`config.mk`:
```
export PLATFORM = sky130hd
export DESIGN_NAME = fpm_exp_top
export DESIGN_NICKNAME = d
export VERILOG_FILES = /design/src/fpm_pkg.sv /design/src/fpm_step_if.sv /design/src/fic_counter.sv /design/src/fpm_seq.sv /design/src/fpm_exp_path.sv /design/src/fpm_align_ctl.sv /design/src/fpm_exp_top.sv
export SDC_FILE = /design/constraint.sdc
export NUM_CORES = 1
export LEC_CHECK = 0
export BUFFER_PORTS_ARGS = -buffer_cell sky130_fd_sc_hd__buf_2
export CAP_MARGIN = 20
export CELL_PAD_IN_SITES_DETAIL_PLACEMENT = 1
export CELL_PAD_IN_SITES_GLOBAL_PLACEMENT = 1
export CORE_UTILIZATION = 40
export DETAILED_ROUTE_END_ITERATION = 8
export PLACE_DENSITY = 0.79
export SLEW_MARGIN = 15
export SYNTH_ARGS = -nofsm -noshare
export SYNTH_HDL_FRONTEND = slang
export SYNTH_SLANG_ARGS = --single-unit
export TNS_END_PERCENT = 1
```
`constraint.sdc`:
```
create_clock -name clk_0_f -period 3.3 [get_ports clk_0_f]
set_input_delay 0.33 -clock clk_0_f [delete_from_list [all_inputs] [get_ports clk_0_f]]
set_output_delay 0.33 -clock clk_0_f [all_outputs]
set_load 0.005 [all_outputs]
```
`src/fpm_pkg.sv`:
```
/*
	exponent section shared definitions
	opcode and sequencer state enums
	exponent, extended sum and shift count widths
*/

package fpm_pkg;

	// --------------------
	// widths
	localparam int EXP_W = 8;
	localparam int EXT_W = EXP_W + 2;
	localparam int SHIFT_W = 6;

	// difference magnitude at which the smaller operand is lost
	localparam int SHIFT_OUT = 40;

	// --------------------
	// floating-point operations handled by the exponent section
	typedef enum logic [1:0] {
		OP_AF = 2'd0,
		OP_SF = 2'd1,
		OP_MF = 2'd2,
		OP_DF = 2'd3
	} fpm_op_e;

	// sequencer steps, one per clock
	typedef enum logic [2:0] {
		IDLE   = 3'd0,
		LOAD_A = 3'd1,
		LOAD_B = 3'd2,
		CALC   = 3'd3,
		EVAL   = 3'd4,
		ALIGN  = 3'd5,
		FINISH = 3'd6
	} fpm_state_e;

endpackage

```
`src/fpm_step_if.sv`:
```
/*
	step bus between sequencer, exponent data path and align control
	load/calc/eval strobes, opcode, extended sum
*/

`timescale 1ns/100ps

interface fpm_step_if;

	// single-cycle strobes from the sequencer
	logic ld_a;
	logic ld_b;
	logic calc;
	logic eval;

	// opcode held for the whole operation
	fpm_pkg::fpm_op_e op;

	// extended sum, D register with positions -1 and -2 on top
	logic [fpm_pkg::EXT_W-1:0] sum;

	modport seq (output ld_a, ld_b, calc, eval, op);
	modport path (input ld_a, ld_b, calc, op, output sum);
	modport align (input eval, op, sum);

endinterface

```
`src/fic_counter.sv`:
```
/*
	alignment counter
	loadable down counter, one shift pulse per decrement
*/

`timescale 1ns/100ps

module fic_counter (
	input  logic                        clk_0_f,
	input  logic                        _0_f,
	input  logic                        load,
	input  logic [fpm_pkg::SHIFT_W-1:0] value,
	output logic                        shift,
	output logic                        zero
);

	logic [fpm_pkg::SHIFT_W-1:0] count;

	// shift follows each decrement by one cycle
	always_ff @(posedge clk_0_f or posedge _0_f) begin
		if (_0_f) begin
			count <= '0;
			shift <= 1'b0;
		end else if (load) begin
			count <= value;
			shift <= 1'b0;
		end else if (count != '0) begin
			count <= count - 1'b1;
			shift <= 1'b1;
		end else begin
			shift <= 1'b0;
		end
	end

	assign zero = (count == '0);

endmodule

```
`src/fpm_seq.sv`:
```
/*
	exponent section sequencer
	start strobe -> load A, load B, calc, eval, align wait, done
*/

`timescale 1ns/100ps

module fpm_seq (
	input  logic             clk_0_f,
	input  logic             _0_f,
	input  logic             start,
	input  fpm_pkg::fpm_op_e op,
	input  logic             need_align,
	input  logic             fic_zero,
	output logic             busy,
	output logic             done,
	fpm_step_if.seq          step
);

	fpm_pkg::fpm_state_e state;
	fpm_pkg::fpm_op_e op_q;

	// --------------------
	// state register, opcode captured with start
	always_ff @(posedge clk_0_f or posedge _0_f) begin
		if (_0_f) begin
			state <= fpm_pkg::IDLE;
			op_q <= fpm_pkg::OP_AF;
		end else begin
			case (state)
				fpm_pkg::IDLE: begin
					if (start) begin
						op_q <= op;
						state <= fpm_pkg::LOAD_A;
					end
				end
				fpm_pkg::LOAD_A: state <= fpm_pkg::LOAD_B;
				fpm_pkg::LOAD_B: state <= fpm_pkg::CALC;
				fpm_pkg::CALC: state <= fpm_pkg::EVAL;
				fpm_pkg::EVAL: state <= fpm_pkg::ALIGN;
				fpm_pkg::ALIGN: begin
					// wait for the last shift pulse when an alignment runs
					if (!need_align || fic_zero) begin
						state <= fpm_pkg::FINISH;
					end
				end
				fpm_pkg::FINISH: state <= fpm_pkg::IDLE;
				default: state <= fpm_pkg::IDLE;
			endcase
		end
	end

	// --------------------
	// step strobes decoded from the state
	assign step.ld_a = (state == fpm_pkg::LOAD_A);
	assign step.ld_b = (state == fpm_pkg::LOAD_B);
	assign step.calc = (state == fpm_pkg::CALC);
	assign step.eval = (state == fpm_pkg::EVAL);
	assign step.op = op_q;

	// busy drops in the done cycle
	assign busy = (state != fpm_pkg::IDLE) && (state != fpm_pkg::FINISH);
	assign done = (state == fpm_pkg::FINISH);

endmodule

```
`src/fpm_exp_path.sv`:
```
/*
	exponent data path
	L bus, D and B registers
	extended exponent adder, result exponent register
*/

`timescale 1ns/100ps

module fpm_exp_path (
	input  logic                      clk_0_f,
	input  logic                      _0_f,
	input  logic [fpm_pkg::EXP_W-1:0] exp_a,
	input  logic [fpm_pkg::EXP_W-1:0] exp_b,
	fpm_step_if.path                  step,
	output logic [fpm_pkg::EXP_W-1:0] exp_res
);

	logic [fpm_pkg::EXT_W-1:0] l_bus;
	logic [fpm_pkg::EXT_W-1:0] d;
	logic [fpm_pkg::EXP_W-1:0] b;
	logic [fpm_pkg::EXT_W-1:0] d_in;
	logic [fpm_pkg::EXP_W:0] low_sum;
	logic [fpm_pkg::EXT_W-1:0] sum_c;
	logic sub;
	logic c_1;
	logic sum_c_1;
	logic sum_c_2;

	// --------------------
	// L bus
	always_comb begin
		if (step.ld_a) begin
			l_bus = {{2{exp_a[fpm_pkg::EXP_W-1]}}, exp_a};
		end else if (step.ld_b) begin
			l_bus = {{2{exp_b[fpm_pkg::EXP_W-1]}}, exp_b};
		end else begin
			l_bus = sum_c;
		end
	end

	// D with positions -1/-2, B takes D on the second load
	always_ff @(posedge clk_0_f or posedge _0_f) begin
		if (_0_f) begin
			d <= '0;
			b <= '0;
		end else begin
			if (step.ld_a || step.ld_b || step.calc) begin
				d <= l_bus;
			end
			if (step.ld_b) begin
				b <= d[fpm_pkg::EXP_W-1:0];
			end
		end
	end

	// --------------------
	// adder, b holds exponent A and d holds exponent B
	// MF adds, the others subtract d from b
	assign sub = (step.op != fpm_pkg::OP_MF);
	assign d_in = sub ? ~d : d;
	assign low_sum = {1'b0, b} + {1'b0, d_in[fpm_pkg::EXP_W-1:0]} + {{fpm_pkg::EXP_W{1'b0}}, sub};

	// two extension positions, b sign-extended
	assign sum_c_1 = b[fpm_pkg::EXP_W-1] ^ d_in[fpm_pkg::EXP_W] ^ low_sum[fpm_pkg::EXP_W];
	assign c_1 = (b[fpm_pkg::EXP_W-1] & d_in[fpm_pkg::EXP_W])
		| (b[fpm_pkg::EXP_W-1] & low_sum[fpm_pkg::EXP_W])
		| (d_in[fpm_pkg::EXP_W] & low_sum[fpm_pkg::EXP_W]);
	assign sum_c_2 = b[fpm_pkg::EXP_W-1] ^ d_in[fpm_pkg::EXT_W-1] ^ c_1;
	assign sum_c = {sum_c_2, sum_c_1, low_sum[fpm_pkg::EXP_W-1:0]};

	// after calc D holds the extended sum
	assign step.sum = d;

	// --------------------
	// result exponent
	always_ff @(posedge clk_0_f or posedge _0_f) begin
		if (_0_f) begin
			exp_res <= '0;
		end else if (step.calc) begin
			if (step.op == fpm_pkg::OP_AF || step.op == fpm_pkg::OP_SF) begin
				// negative A-B means B is larger
				exp_res <= sum_c[fpm_pkg::EXT_W-1] ? d[fpm_pkg::EXP_W-1:0] : b;
			end else begin
				exp_res <= sum_c[fpm_pkg::EXP_W-1:0];
			end
		end
	end

endmodule

```
`src/fpm_align_ctl.sv`:
```
/*
	align control
	g/wdt flags and shift count for AF and SF
	overflow and underflow flags for MF and DF
*/

`timescale 1ns/100ps

module fpm_align_ctl (
	input  logic                        clk_0_f,
	input  logic                        _0_f,
	fpm_step_if.align                   step,
	input  logic                        fic_zero,
	input  logic                        shift_pulse,
	output logic                        g,
	output logic                        wdt,
	output logic                        ovf,
	output logic                        unf,
	output logic [fpm_pkg::SHIFT_W-1:0] shift_cnt,
	output logic                        need_align,
	output logic                        fic_load,
	output logic [fpm_pkg::SHIFT_W-1:0] fic_value
);

	logic [fpm_pkg::EXT_W-1:0] mag;
	logic af_sf;
	logic ge_40;
	logic [fpm_pkg::SHIFT_W-1:0] cnt_next;

	// --------------------
	// magnitude of the extended difference
	assign af_sf = (step.op == fpm_pkg::OP_AF) || (step.op == fpm_pkg::OP_SF);
	assign mag = step.sum[fpm_pkg::EXT_W-1] ? (~step.sum + 1'b1) : step.sum;
	assign ge_40 = (mag >= fpm_pkg::SHIFT_OUT);

	// operand shifted out entirely, nothing to count
	assign cnt_next = ge_40 ? '0 : mag[fpm_pkg::SHIFT_W-1:0];

	assign fic_load = step.eval && af_sf;
	assign fic_value = cnt_next;

	// --------------------
	// flags, held until the next eval
	always_ff @(posedge clk_0_f or posedge _0_f) begin
		if (_0_f) begin
			g <= 1'b0;
			wdt <= 1'b0;
			ovf <= 1'b0;
			unf <= 1'b0;
			shift_cnt <= '0;
		end else if (step.eval) begin
			if (af_sf) begin
				g <= ge_40;
				wdt <= step.sum[fpm_pkg::EXT_W-1];
				shift_cnt <= cnt_next;
				ovf <= 1'b0;
				unf <= 1'b0;
			end else begin
				g <= 1'b0;
				wdt <= 1'b0;
				shift_cnt <= '0;
				// result outside the 8-bit signed range
				ovf <= ($signed(step.sum) > 2 ** (fpm_pkg::EXP_W - 1) - 1);
				unf <= ($signed(step.sum) < -(2 ** (fpm_pkg::EXP_W - 1)));
			end
		end
	end

	// alignment pending until the last shift pulse
	always_ff @(posedge clk_0_f or posedge _0_f) begin
		if (_0_f) begin
			need_align <= 1'b0;
		end else if (step.eval) begin
			need_align <= af_sf && (cnt_next != '0);
		end else if (fic_zero && shift_pulse) begin
			need_align <= 1'b0;
		end
	end

endmodule

```
`src/fpm_exp_top.sv`:
```
/*
	exponent section top level
	sequencer, data path, align control, alignment counter
*/

`timescale 1ns/100ps

module fpm_exp_top (
	input  logic                        clk_0_f,
	input  logic                        _0_f,
	input  logic                        start,
	input  fpm_pkg::fpm_op_e            op,
	input  logic [fpm_pkg::EXP_W-1:0]   exp_a,
	input  logic [fpm_pkg::EXP_W-1:0]   exp_b,
	output logic [fpm_pkg::EXP_W-1:0]   exp_res,
	output logic [fpm_pkg::SHIFT_W-1:0] shift_cnt,
	output logic                        shift,
	output logic                        g,
	output logic                        wdt,
	output logic                        ovf,
	output logic                        unf,
	output logic                        busy,
	output logic                        done
);

	logic need_align;
	logic fic_zero;
	logic fic_load;
	logic [fpm_pkg::SHIFT_W-1:0] fic_value;

	fpm_step_if step_bus ();

	fpm_seq u_seq (
		.clk_0_f    (clk_0_f),
		._0_f       (_0_f),
		.start      (start),
		.op         (op),
		.need_align (need_align),
		.fic_zero   (fic_zero),
		.busy       (busy),
		.done       (done),
		.step       (step_bus)
	);

	fpm_exp_path u_path (
		.clk_0_f (clk_0_f),
		._0_f    (_0_f),
		.exp_a   (exp_a),
		.exp_b   (exp_b),
		.step    (step_bus),
		.exp_res (exp_res)
	);

	fpm_align_ctl u_align (
		.clk_0_f     (clk_0_f),
		._0_f        (_0_f),
		.step        (step_bus),
		.fic_zero    (fic_zero),
		.shift_pulse (shift),
		.g           (g),
		.wdt         (wdt),
		.ovf         (ovf),
		.unf         (unf),
		.shift_cnt   (shift_cnt),
		.need_align  (need_align),
		.fic_load    (fic_load),
		.fic_value   (fic_value)
	);

	fic_counter u_fic (
		.clk_0_f (clk_0_f),
		._0_f    (_0_f),
		.load    (fic_load),
		.value   (fic_value),
		.shift   (shift),
		.zero    (fic_zero)
	);

endmodule

```
# Word-level counts from Yosys, hierarchy flattened
# Index checks and enable logic that the tools add are counted.
word_totals:
  regBits: 49
  input_bits: 21
  out_inout_bits: 21
  wordCells: 81
classes:
  addsub: 4
  order_cmp: 3
  eq_ne: 11
  n_mux: 21
  bitwise_logic: 10
  reduce_logical: 19
op_table:
  columns: ["operator", "n"]
  rows:
  - ["two-way mux 10 bit", 4]
  - ["two-way mux 6 bit", 4]
  - ["one-hot mux 3 bit (6 select lines)", 1]
  - ["two-way mux 8 bit", 2]
  - ["nonzero test 6 bit", 2]
  - ["adder 10 x 1 -> 10 bit, second input constant", 1]
  - ["greater-or-equal comparator 10 x 6 -> 1 bit, second input constant", 1]
  - ["greater-than comparator 10 x 8 -> 1 bit, second input constant", 1]
  - ["less-than comparator 10 x 8 -> 1 bit, second input constant", 1]
  - ["inverter 10 bit", 1]
  - ["adder 8 x 8 -> 9 bit", 1]
  - ["adder 9 x 1 -> 9 bit", 1]
  - ["== test 3 bit, second input constant", 3]
  - ["two-way mux 1 bit", 8]
  - ["== test 3 x 2 -> 1 bit, second input constant", 2]
  - ["logical NOT 6 bit", 1]
  - ["two-way mux 3 bit", 2]
  - ["subtractor 6 x 1 -> 6 bit, second input constant", 1]
  - ["logical AND 1 bit", 4]
  - ["logical OR 1 bit", 4]
  - ["inequality test 2 bit, second input constant", 2]
  - ["AND reduction 2 bit", 2]
  - ["nonzero test 2 bit", 2]
  - ["XOR 1 bit", 4]
  - ["10 further kinds", 13]

# Depth between registers and ports, before layout
# Gate-level depths: netlist (run 1).
logic_depth:
  depth_word: 10
  ltp_mapped: 15
  depth_no_buf: 13

# Modules after synthesis
# From an unflattened synthesis (run 1), not the netlist that was laid out.
hier_totals:
  hier_cells: 335
  hier_area_um2: 3225.6
by_module_without_submodules:
  columns: ["module", "n_inst", "cells_each", "area_each_um2", "seq_area_each_um2"]
  rows:
  - ["fpm_exp_path", 1, 191, 1823.0, 650.6]
  - ["fpm_align_ctl", 1, 75, 686.9, 275.3]
  - ["fic_counter", 1, 42, 417.9, 175.2]
  - ["fpm_seq", 1, 27, 297.8, 125.1]

# Worst setup path after synthesis (run 1)
# Ideal clock, no wire load.
synth_path:
  path_kind: "flip-flop to flip-flop"
  start: "reg u_seq.op_q[1], in the netlist u_seq.step.op[1]"
  end: "reg u_path.exp_res[5] (netlist name)"
  setup_ps: 135
  arrival_ps: 3517
  required_time_ps: 3165
  path_slack_ps: -352
  stages_incl_launch_ff: 16
  n_path_buf: 2
  period_less_slack_ps: 3652
  path_cell_list: "dfrtp_1 buf_6 and2b_4 buf_12 xnor2_1 fa_1 a211o_1 a211o_1 a21o_1 a21oi_1 fa_1 xnor2_1 xnor3_2 mux2_1 nand3_1 o311ai_1"
synth_between:
  elab_chain_len: 10
  word_cells_on_any_way: 16
  classes_between: "add/sub: 2; eq/ne: 2; mux: 3; bitwise: 7; reduce/logical: 2"
synth_lines:
  columns: ["item", "line", "source"]
  rows:
  - ["from (decl)", "fpm_seq.sv:21", "fpm_pkg::fpm_op_e op_q;"]
  - ["from (signal assigned)", "fpm_seq.sv:28", "op_q <= fpm_pkg::OP_AF;"]
  - ["from (signal assigned)", "fpm_seq.sv:33", "op_q <= op;"]
  - ["inequality test 2 bit", "fpm_exp_path.sv:59", "assign sub = (step.op != fpm_pkg::OP_MF);"]
  - ["two-way mux 10 bit", "fpm_exp_path.sv:60", "assign d_in = sub ? ~d : d;"]
  - ["adder 8 x 8 -> 9 bit", "fpm_exp_path.sv:61", "assign low_sum = {1'b0, b} + {1'b0, d_in[fpm_pkg::EXP_W-1:0]} + {{fpm_pkg::EXP_W{1'b0}}, sub};"]
  - ["adder 9 x 1 -> 9 bit", "fpm_exp_path.sv:61", null]
  - ["bitwise AND 1 bit", "fpm_exp_path.sv:66", "| (b[fpm_pkg::EXP_W-1] & low_sum[fpm_pkg::EXP_W])"]
  - ["bitwise OR 1 bit", "fpm_exp_path.sv:66", null]
  - ["bitwise OR 1 bit", "fpm_exp_path.sv:67", "| (d_in[fpm_pkg::EXP_W] & low_sum[fpm_pkg::EXP_W]);"]
  - ["XOR 1 bit", "fpm_exp_path.sv:68", "assign sum_c_2 = b[fpm_pkg::EXP_W-1] ^ d_in[fpm_pkg::EXT_W-1] ^ c_1;"]
  - ["two-way mux 8 bit", "fpm_exp_path.sv:82", "exp_res <= sum_c[fpm_pkg::EXT_W-1] ? d[fpm_pkg::EXP_W-1:0] : b;"]
  - ["two-way mux 8 bit (*)", "fpm_exp_path.sv:80", "if (step.op == fpm_pkg::OP_AF || step.op == fpm_pkg::OP_SF) begin"]
  - ["to (signal assigned)", "fpm_exp_path.sv:82", null]
  - ["to (signal assigned)", "fpm_exp_path.sv:84", "exp_res <= sum_c[fpm_pkg::EXP_W-1:0];"]
  - ["to (decl)", "fpm_exp_path.sv:15", "output logic [fpm_pkg::EXP_W-1:0] exp_res"]
# Every way passes the cells marked *; elsewhere a longest branch is shown, timed or not.
# A chain may end at the register's enable or synchronous reset.

# Worst setup path after layout (run 1)
layout_path:
  start: "reg u_seq.op_q[0], in the netlist u_seq.step.op[0]"
  end: "reg u_path.exp_res[3] (netlist name)"
# The elaborated chain is that of the path after synthesis.

==> PnR_summary.wiki, run 1 <==
{| class="wikitable"
! Metric !! Value
|-
| Run status || finished, violations left
|-
| Failing checks || negative setup slack
|-
| First-pass iteration count of the detailed router || 4
|-
| Share of synthesized registers carrying an async set or reset || between 90% and 100%
|-
| Max-cap check violation count || 0
|-
| Largest stage delay on the critical path || between 0.4 and 0.5 ns
|-
| Number of synthesized register bits || 49
|-
| Share of synthesized area occupied by flip-flops and latches || roughly 40%
|-
| Cell area after synthesis || 0.00309 mm2
|-
| Setup repair after global routing missed its margin || yes
|-
| Top FF cell, synth || dfrtp_1
|-
| Setup violation total in the final timing report || 8
|-
| Library cell occupying the most area in the post-synthesis netlist || dfrtp_1
|-
| Final antenna-violating net count || 0
|-
| Area overhead of the layout relative to synthesis || 21.4%
|-
| Final estimated routing congestion in global placement || ~0.93
|-
| Type of the worst min-delay path || input pin to register
|-
| Hold WS || around 0.23 ns
|-
| Number of enable flip-flop cells after synthesis || 0
|-
| Drt initial violations || 170
|-
| CP endpoint kind || register
|-
| Number of warning messages in the yosys log || 0
|-
| Placeable core area || ~0.0074 mm2
|-
| Share of final-layout standard cells stronger than drive strength 1 || 28.5%
|-
| Post-route DRC violation count || 0
|-
| Placed cell area || approximately 0.0035 mm2
|-
| Setup crit start kind || register
|-
| Port bufs || 41
|-
| Sink count of the clock tree || a little under 50
|-
| Syn avg cell area || around 9.6 um2
|-
| Vias after detailed routing || between 2000 and 3000
|-
| Min cycle time layout || around 3.5 ns
|-
| Cell with the largest stage delay on the worst path || dfrtp_1
|-
| Number of diodes || 0
|-
| Global route total overflow || 0
|-
| Most used standard cell by instance count after synthesis || dfrtp_1
|-
| Pin count of the biggest net entering global routing || 50
|-
| Aggregate routed wire length || between 9 and 10 mm
|-
| Routed len/inst || between 15 and 20 um
|-
| Leading cell types by count after synthesis || dfrtp_1, nand2_1, nor2_1
|-
| Fin Clk Skew || approximately 0.0077 ns
|-
| Top cells by area, synth || dfrtp_1, xnor2_1, ha_1
|-
| Number of hold-slack violations in the final timing report || 0
|-
| Antenna violations before repair || 0
|-
| Post-layout net count || 421
|-
| Horiz. Die Dim || 89.8 um
|-
| Aggregate global-route resource usage || between 20% and 30%
|-
| Effective utilization at floorplan || 41.9%
|-
| CTS buffer count || 5
|-
| TritonCTS clock tree || built
|-
| Global-route wire length before repair || ~15 mm
|-
| Portion of synthesized cell area occupied by the leading cell type || 39.7%
|-
| Tightest slew margin relative to the limit || a little over 50%
|-
| # IOs || 42
|-
| Cell count after synthesis || around 320
|-
| Finished Cell Area || between 0.003 and 0.004 mm2
|-
| Critical path cell sequence || buf_4 -> nor3b_4 -> nor2_2 -> fa_2 -> a211o_1 -> a211o_1 -> a21o_1 -> a21oi_2 -> fa_2 -> xnor2_2 -> xnor3_2 -> mux2i_1 -> mux2i_1 -> mux2_4
|-
| Number of global-route vias before repair || between 2000 and 3000
|-
| Std cell rows || 31
|-
| Average via count per standard cell || approximately 5.7
|-
| Root buffer cell || clkbuf_8
|-
| Minimum setup slack in the final design || -0.181 ns
|-
| Pins Over Slew Limit || 0
|-
| Worst endpoint data arrival time || 3.68 ns
|-
| Worst Setup Path Type || register to register
|-
| Half-perimeter wire length after detailed placement || approximately 6.9 mm
|-
| Count of different cell masters after synthesis || between 60 and 70
|-
| Nets in the synthesized netlist || 355
|-
| CTS H-tree depth || 2
|-
| Highest clock frequency the design can meet || 287 MHz
|-
| CP Data Required Time || 3.50 ns
|-
| Number of buffers on the longest clock path || 2
|-
| Total die area || 0.00807 mm2
|-
| Worst skew pair latency || about 0.31 ns
|-
| Period Utilization, post-route || 105%
|-
| Clk slew on worst S/H paths || 0.09 ns
|-
| Maximum fanout count along the critical path || 5
|-
| Slew @ Worst Pin || approximately 0.7 ns
|-
| Die height || roughly 90 um
|}
==> placed cells by master (no fill, tap or decap), drive strengths merged, types with 3 or more instances in the layout <==
| master | count |
|---|---|
| dfrtp | 49 |
| o311ai | 5 |
| nand3 | 8 |
| o31ai | 3 |
| or3 | 4 |
| mux2i | 8 |
| o22a | 3 |
| o21a | 4 |
| buf | 76 |
| nor2 | 19 |
| o21ai | 19 |
| inv | 14 |
| o211ai | 4 |
| o22ai | 7 |
| xor2 | 8 |
| mux2 | 12 |
| clkbuf | 5 |
| a22oi | 6 |
| a21oi | 15 |
| xnor2 | 17 |
| o32ai | 3 |
| nor2b | 5 |
| ha | 10 |
| a21o | 3 |
| nand2 | 33 |
| nor3 | 9 |
==> routing by layer <==
metal,wire (um),track usage (%),vias to the layer above
met2,4670,41.5,90
met4,303,10.8,0
met1,3870,29.9,1367
met5,0,0,-
met3,497,4.31,27
li1,-,-,1298
==> flip-flops by register name, summed over array words and instances, names as in the netlist <==
| name | cells |
|---|---|
| u_align.shift_cnt | 6 |
| u_align.wdt | 1 |
| u_fic.count | 6 |
| u_path.b | 8 |
| u_path.step.sum | 10 |
| u_align.unf | 1 |
| u_seq.step.op | 2 |
| u_fic.shift | 1 |
| u_align.need_align | 1 |
| u_align.ovf | 1 |
| u_align.g | 1 |
| u_seq.state | 3 |
| u_path.exp_res | 8 |
==> timing repair <==
| action | in CTS | in global routing |
|---|---|---|
| pin swaps | 3 | 1 |
| endpoints found under the setup margin | 8 | 9 |
| setup buffers | 6 | 0 |
| hold buffers | 0 | 1 |
| hold endpoints to repair | 0 | 12 |
| gates resized for setup | 4 | 3 |
==> logic make-up after synthesis <==
kind of cell | count (synthesis) | share of synthesized area (%)
DFF | 49 | 39.7
adders and majority gates | 13 | 5.68
buffers and inverters | 32 | 4.83
and+or+nand+nor | 92 | 14.6
AOI/OAI and AO/OA | 90 | 20.2
muxes | 20 | 7.10
xor gates and xnor gates | 26 | 7.87
==> path summary, 6_finish.rpt <==
| check | startpoint | slack (ns) | end | cells past startpoint |
|---|---|---|---|---|
| min reg2reg | u_align.shift_cnt[5] | 0.49 | u_align.shift_cnt[5] | 2 |
| max | u_seq.step.op[0] | -0.18 | u_path.exp_res[3] | 14 |
| min in group asynchronous | _0_f | 0.50 | u_seq.state[0] | 3 |
| max reg2reg | u_seq.step.op[0] | -0.18 | u_path.exp_res[3] | 14 |
| min | op[1] | 0.23 | u_seq.step.op[1] | 3 |
| max in group asynchronous | _0_f | 2.30 | u_path.exp_res[0] | 4 |
==> stage by stage <==
stage	setup TNS, ns	instances	utilization [%]	setup WS (ns)
detailed placement	-0.761	472	48.1	-0.177
global route	-2.03	488	50.8	-0.310
finish	-0.870	488	50.8	-0.181
floorplan	-0.709	322	-	-0.217
global placement	-0.0670	472	48.1	-0.0397
CTS	-0.509	486	50.3	-0.115
==> critical path: cells and delay by family (launching register included) <==
| family | cells | cell delay (ns) |
|---|---|---|
| xor gates and xnor gates | 2 | 0.49 |
| AOI/OAI and AO/OA | 4 | 0.91 |
| and+or+nand+nor | 2 | 0.27 |
| buffers and inverters | 1 | 0.15 |
| DFF | 1 | 0.41 |
| muxes | 3 | 0.56 |
| adders and majority gates | 2 | 0.58 |
==> area by class of cell <==
type / count / area, um2
Multi-Input combinational cell: 241 / 1760
Clock buffer: 5 / 68.8
Inverter: 14 / 52.6
Clock inverter: 3 / 21.3
Tap cell: 99 / 124
Fill cell: 885 / 3620
Timing Repair Buffer: 77 / 490
Sequential cell: 49 / 1230
Power of run 1 is not shown: default switching activity piles up to over one toggle a cycle in this logic, so the estimate is an artifact.
==> inputs of run 2 (changes only) <==
Settings changed: GPL_TIMING_DRIVEN set to 0.
==> PnR_summary.wiki, run 2 (same netlist as run 1, synthesis figures left out) <==
{| class="wikitable"
! Metric !! Value
|-
| Placed cell area || roughly 0.0035 mm2
|-
| Min cycle time layout || 3.64 ns
|-
| Worst reg2reg path endpoint || u_path.step.sum[9]
|-
| Area overhead of the layout relative to synthesis || 22.7%
|-
| Number of diodes || 0
|-
| Minimum setup slack in the final design || -0.337 ns
|-
| Setup repair after global routing missed its margin || yes
|-
| Global-route met2 utilization || 39.6%
|-
| Worst skew pair latency || around 0.32 ns
|-
| Drt initial violations || ~110
|-
| Antenna violations before repair || 0
|-
| Finished Cell Area || around 0.0038 mm2
|-
| Post-route DRC violation count || 0
|-
| Area taken by multi-input logic gates || ~0.0018 mm2
|-
| Commonest non-fill, non-tap cell in the layout || dfrtp_1
|-
| Worst Setup Path Type || register to register
|-
| CTS buffer count || 5
|-
| Global-route track usage on met3 || roughly 4.5%
|-
| CP endpoint kind || register
|-
| Std cell rows || 31
|-
| Port bufs || 41
|-
| Fin Clk Skew || approximately 0.0085 ns
|-
| Max FFs per register || 10
|-
| Highest clock frequency the design can meet || 275 MHz
|-
| Clk slew on worst S/H paths || roughly 0.09 ns
|-
| Sink count of the clock tree || just under 50
|-
| Aggregate global-route resource usage || about 25%
|-
| Worst endpoint data arrival time || between 3 and 4 ns
|-
| Pins Over Slew Limit || 0
|-
| Tightest slew margin relative to the limit || approximately 55%
|-
| Run status || finished, violations left
|-
| Storage element area || approximately 0.0012 mm2
|-
| Most heavily used metal layer in global routing || met2
|-
| Max-cap check violation count || 0
|-
| Reg-to-reg setup timing slack || -0.34 ns
|-
| Number of hold-slack violations in the final timing report || 0
|-
| Share of final-layout standard cells stronger than drive strength 1 || a little over a quarter
|-
| RR Startpoint || u_seq.step.op[0]
|-
| Period Utilization, post-route || 110%
|-
| Type of the worst min-delay path || input pin to asynchronous set/reset pin
|-
| Critical path destination || u_path.step.sum[9]
|-
| CTS H-tree depth || 2
|-
| Setup violation total in the final timing report || 9
|-
| Pin count of the biggest net entering global routing || 34
|-
| Final antenna-violating net count || 0
|-
| Aggregate routed wire length || 9.69 mm
|-
| Worst-case reg-to-reg path depth || 14
|-
| Crit path from || u_seq.step.op[0]
|-
| Post-layout net count || ~420
|-
| Final estimated routing congestion in global placement || a little under 0.9
|-
| Most frequent cells in the layout || dfrtp_1, buf_2, nand2_1
|-
| Vias after detailed routing || 2801
|-
| Number of fill cells || between 800 and 900
|-
| Root buffer cell || clkbuf_8
|-
| Setup slack at placement || -0.601 ns
|-
| Slew @ Worst Pin || 0.668 ns
|-
| Effective utilization at floorplan || between 40% and 50%
|-
| Half-perimeter wire length after detailed placement || between 6 and 7 mm
|-
| CP Data Required Time || approximately 3.5 ns
|-
| Setup crit start kind || register
|-
| Average via count per standard cell || about 5.7
|-
| Global route total overflow || 0
|-
| First-pass iteration count of the detailed router || 4
|-
| Placeable core area || 0.00737 mm2
|-
| Final design utilization || between 50% and 60%
|-
| Failing checks || negative setup slack
|-
| # IOs || 42
|-
| Maximum fanout count along the critical path || 6
|-
| Number of global-route vias before repair || 3003
|-
| Horiz. Die Dim || ~90 um
|-
| Routed len/inst || 19.8 um
|-
| Global-route wire length before repair || about 16 mm
|-
| Total die area || just over 0.008 mm2
|-
| TritonCTS clock tree || built
|-
| Met1 capacity usage during global routing || approximately a third
|-
| Hold WS || around 0.0029 ns
|-
| Die height || between 80 and 90 um
|-
| Number of buffers on the longest clock path || 2
|}
run 2: through the flow:
stage | std cells | setup TNS (ns)
floorplan | 322 | -0.709
detailed placement | 463 | -3.71
finish | 489 | -2.36
global placement | 462 | -2.79
global route | 489 | -3.47
CTS | 482 | -2.48
run 2: worst max-delay path, cell delays in order (launching register included):
cell	delay [ns]
dfrtp_1	0.40
buf_4	0.16
nor3b_4	0.20
nor2_2	0.07
fa_2	0.37
a211o_1	0.32
a211o_1	0.30
a21o_1	0.21
a21oi_2	0.19
fa_2	0.24
xnor2_2	0.13
xnor3_2	0.39
buf_4	0.18
o22a_2	0.21
o22a_1	0.15
run 2: worst min path at each step:
stage / startpoint / end / slack (ns) / depth (start not counted)
after floorplan: op[1] / u_seq.step.op[1] / 0.45 / 2
after global placement: u_align.unf / u_align.unf / 0.46 / 2
after detailed placement: _0_f / u_seq.state[0] / 0.35 / 2
after CTS: _0_f / u_seq.state[0] / 0.02 / 2
after global routing: _0_f / u_seq.state[0] / 0.03 / 2
final: _0_f / u_seq.state[0] / 0.003 / 2
run 2: timing repair:
action / in CTS / in global routing
gates cloned: 0 / 0
setup buffers: 13 / 8
hold buffers: 0 / 0
pin swaps: 12 / 15
gates resized for setup: 10 / 8
setup endpoints to repair: 10 / 10
run 2: area by class of cell:
| type | instances | area share (%) |
|---|---|---|
| Tap cell | 99 | 3.27 |
| Buffer | 15 | 1.79 |
| Timing Repair Buffer | 63 | 10.1 |
| Clock buffer | 5 | 1.82 |
| Multi-Input combinational cell | 241 | 47.5 |
| Sequential cell | 49 | 32.4 |
| Inverter | 14 | 1.39 |
| Clock inverter | 3 | 1.72 |
run 2: routing by layer:
metal | part of all wire, % | wire length (um)
met2 | 48 | 4650
met5 | 0 | 0
met3 | 4.9 | 475
met4 | 2.4 | 235
met1 | 45 | 4330
Power of run 2 is left out for the same reason.
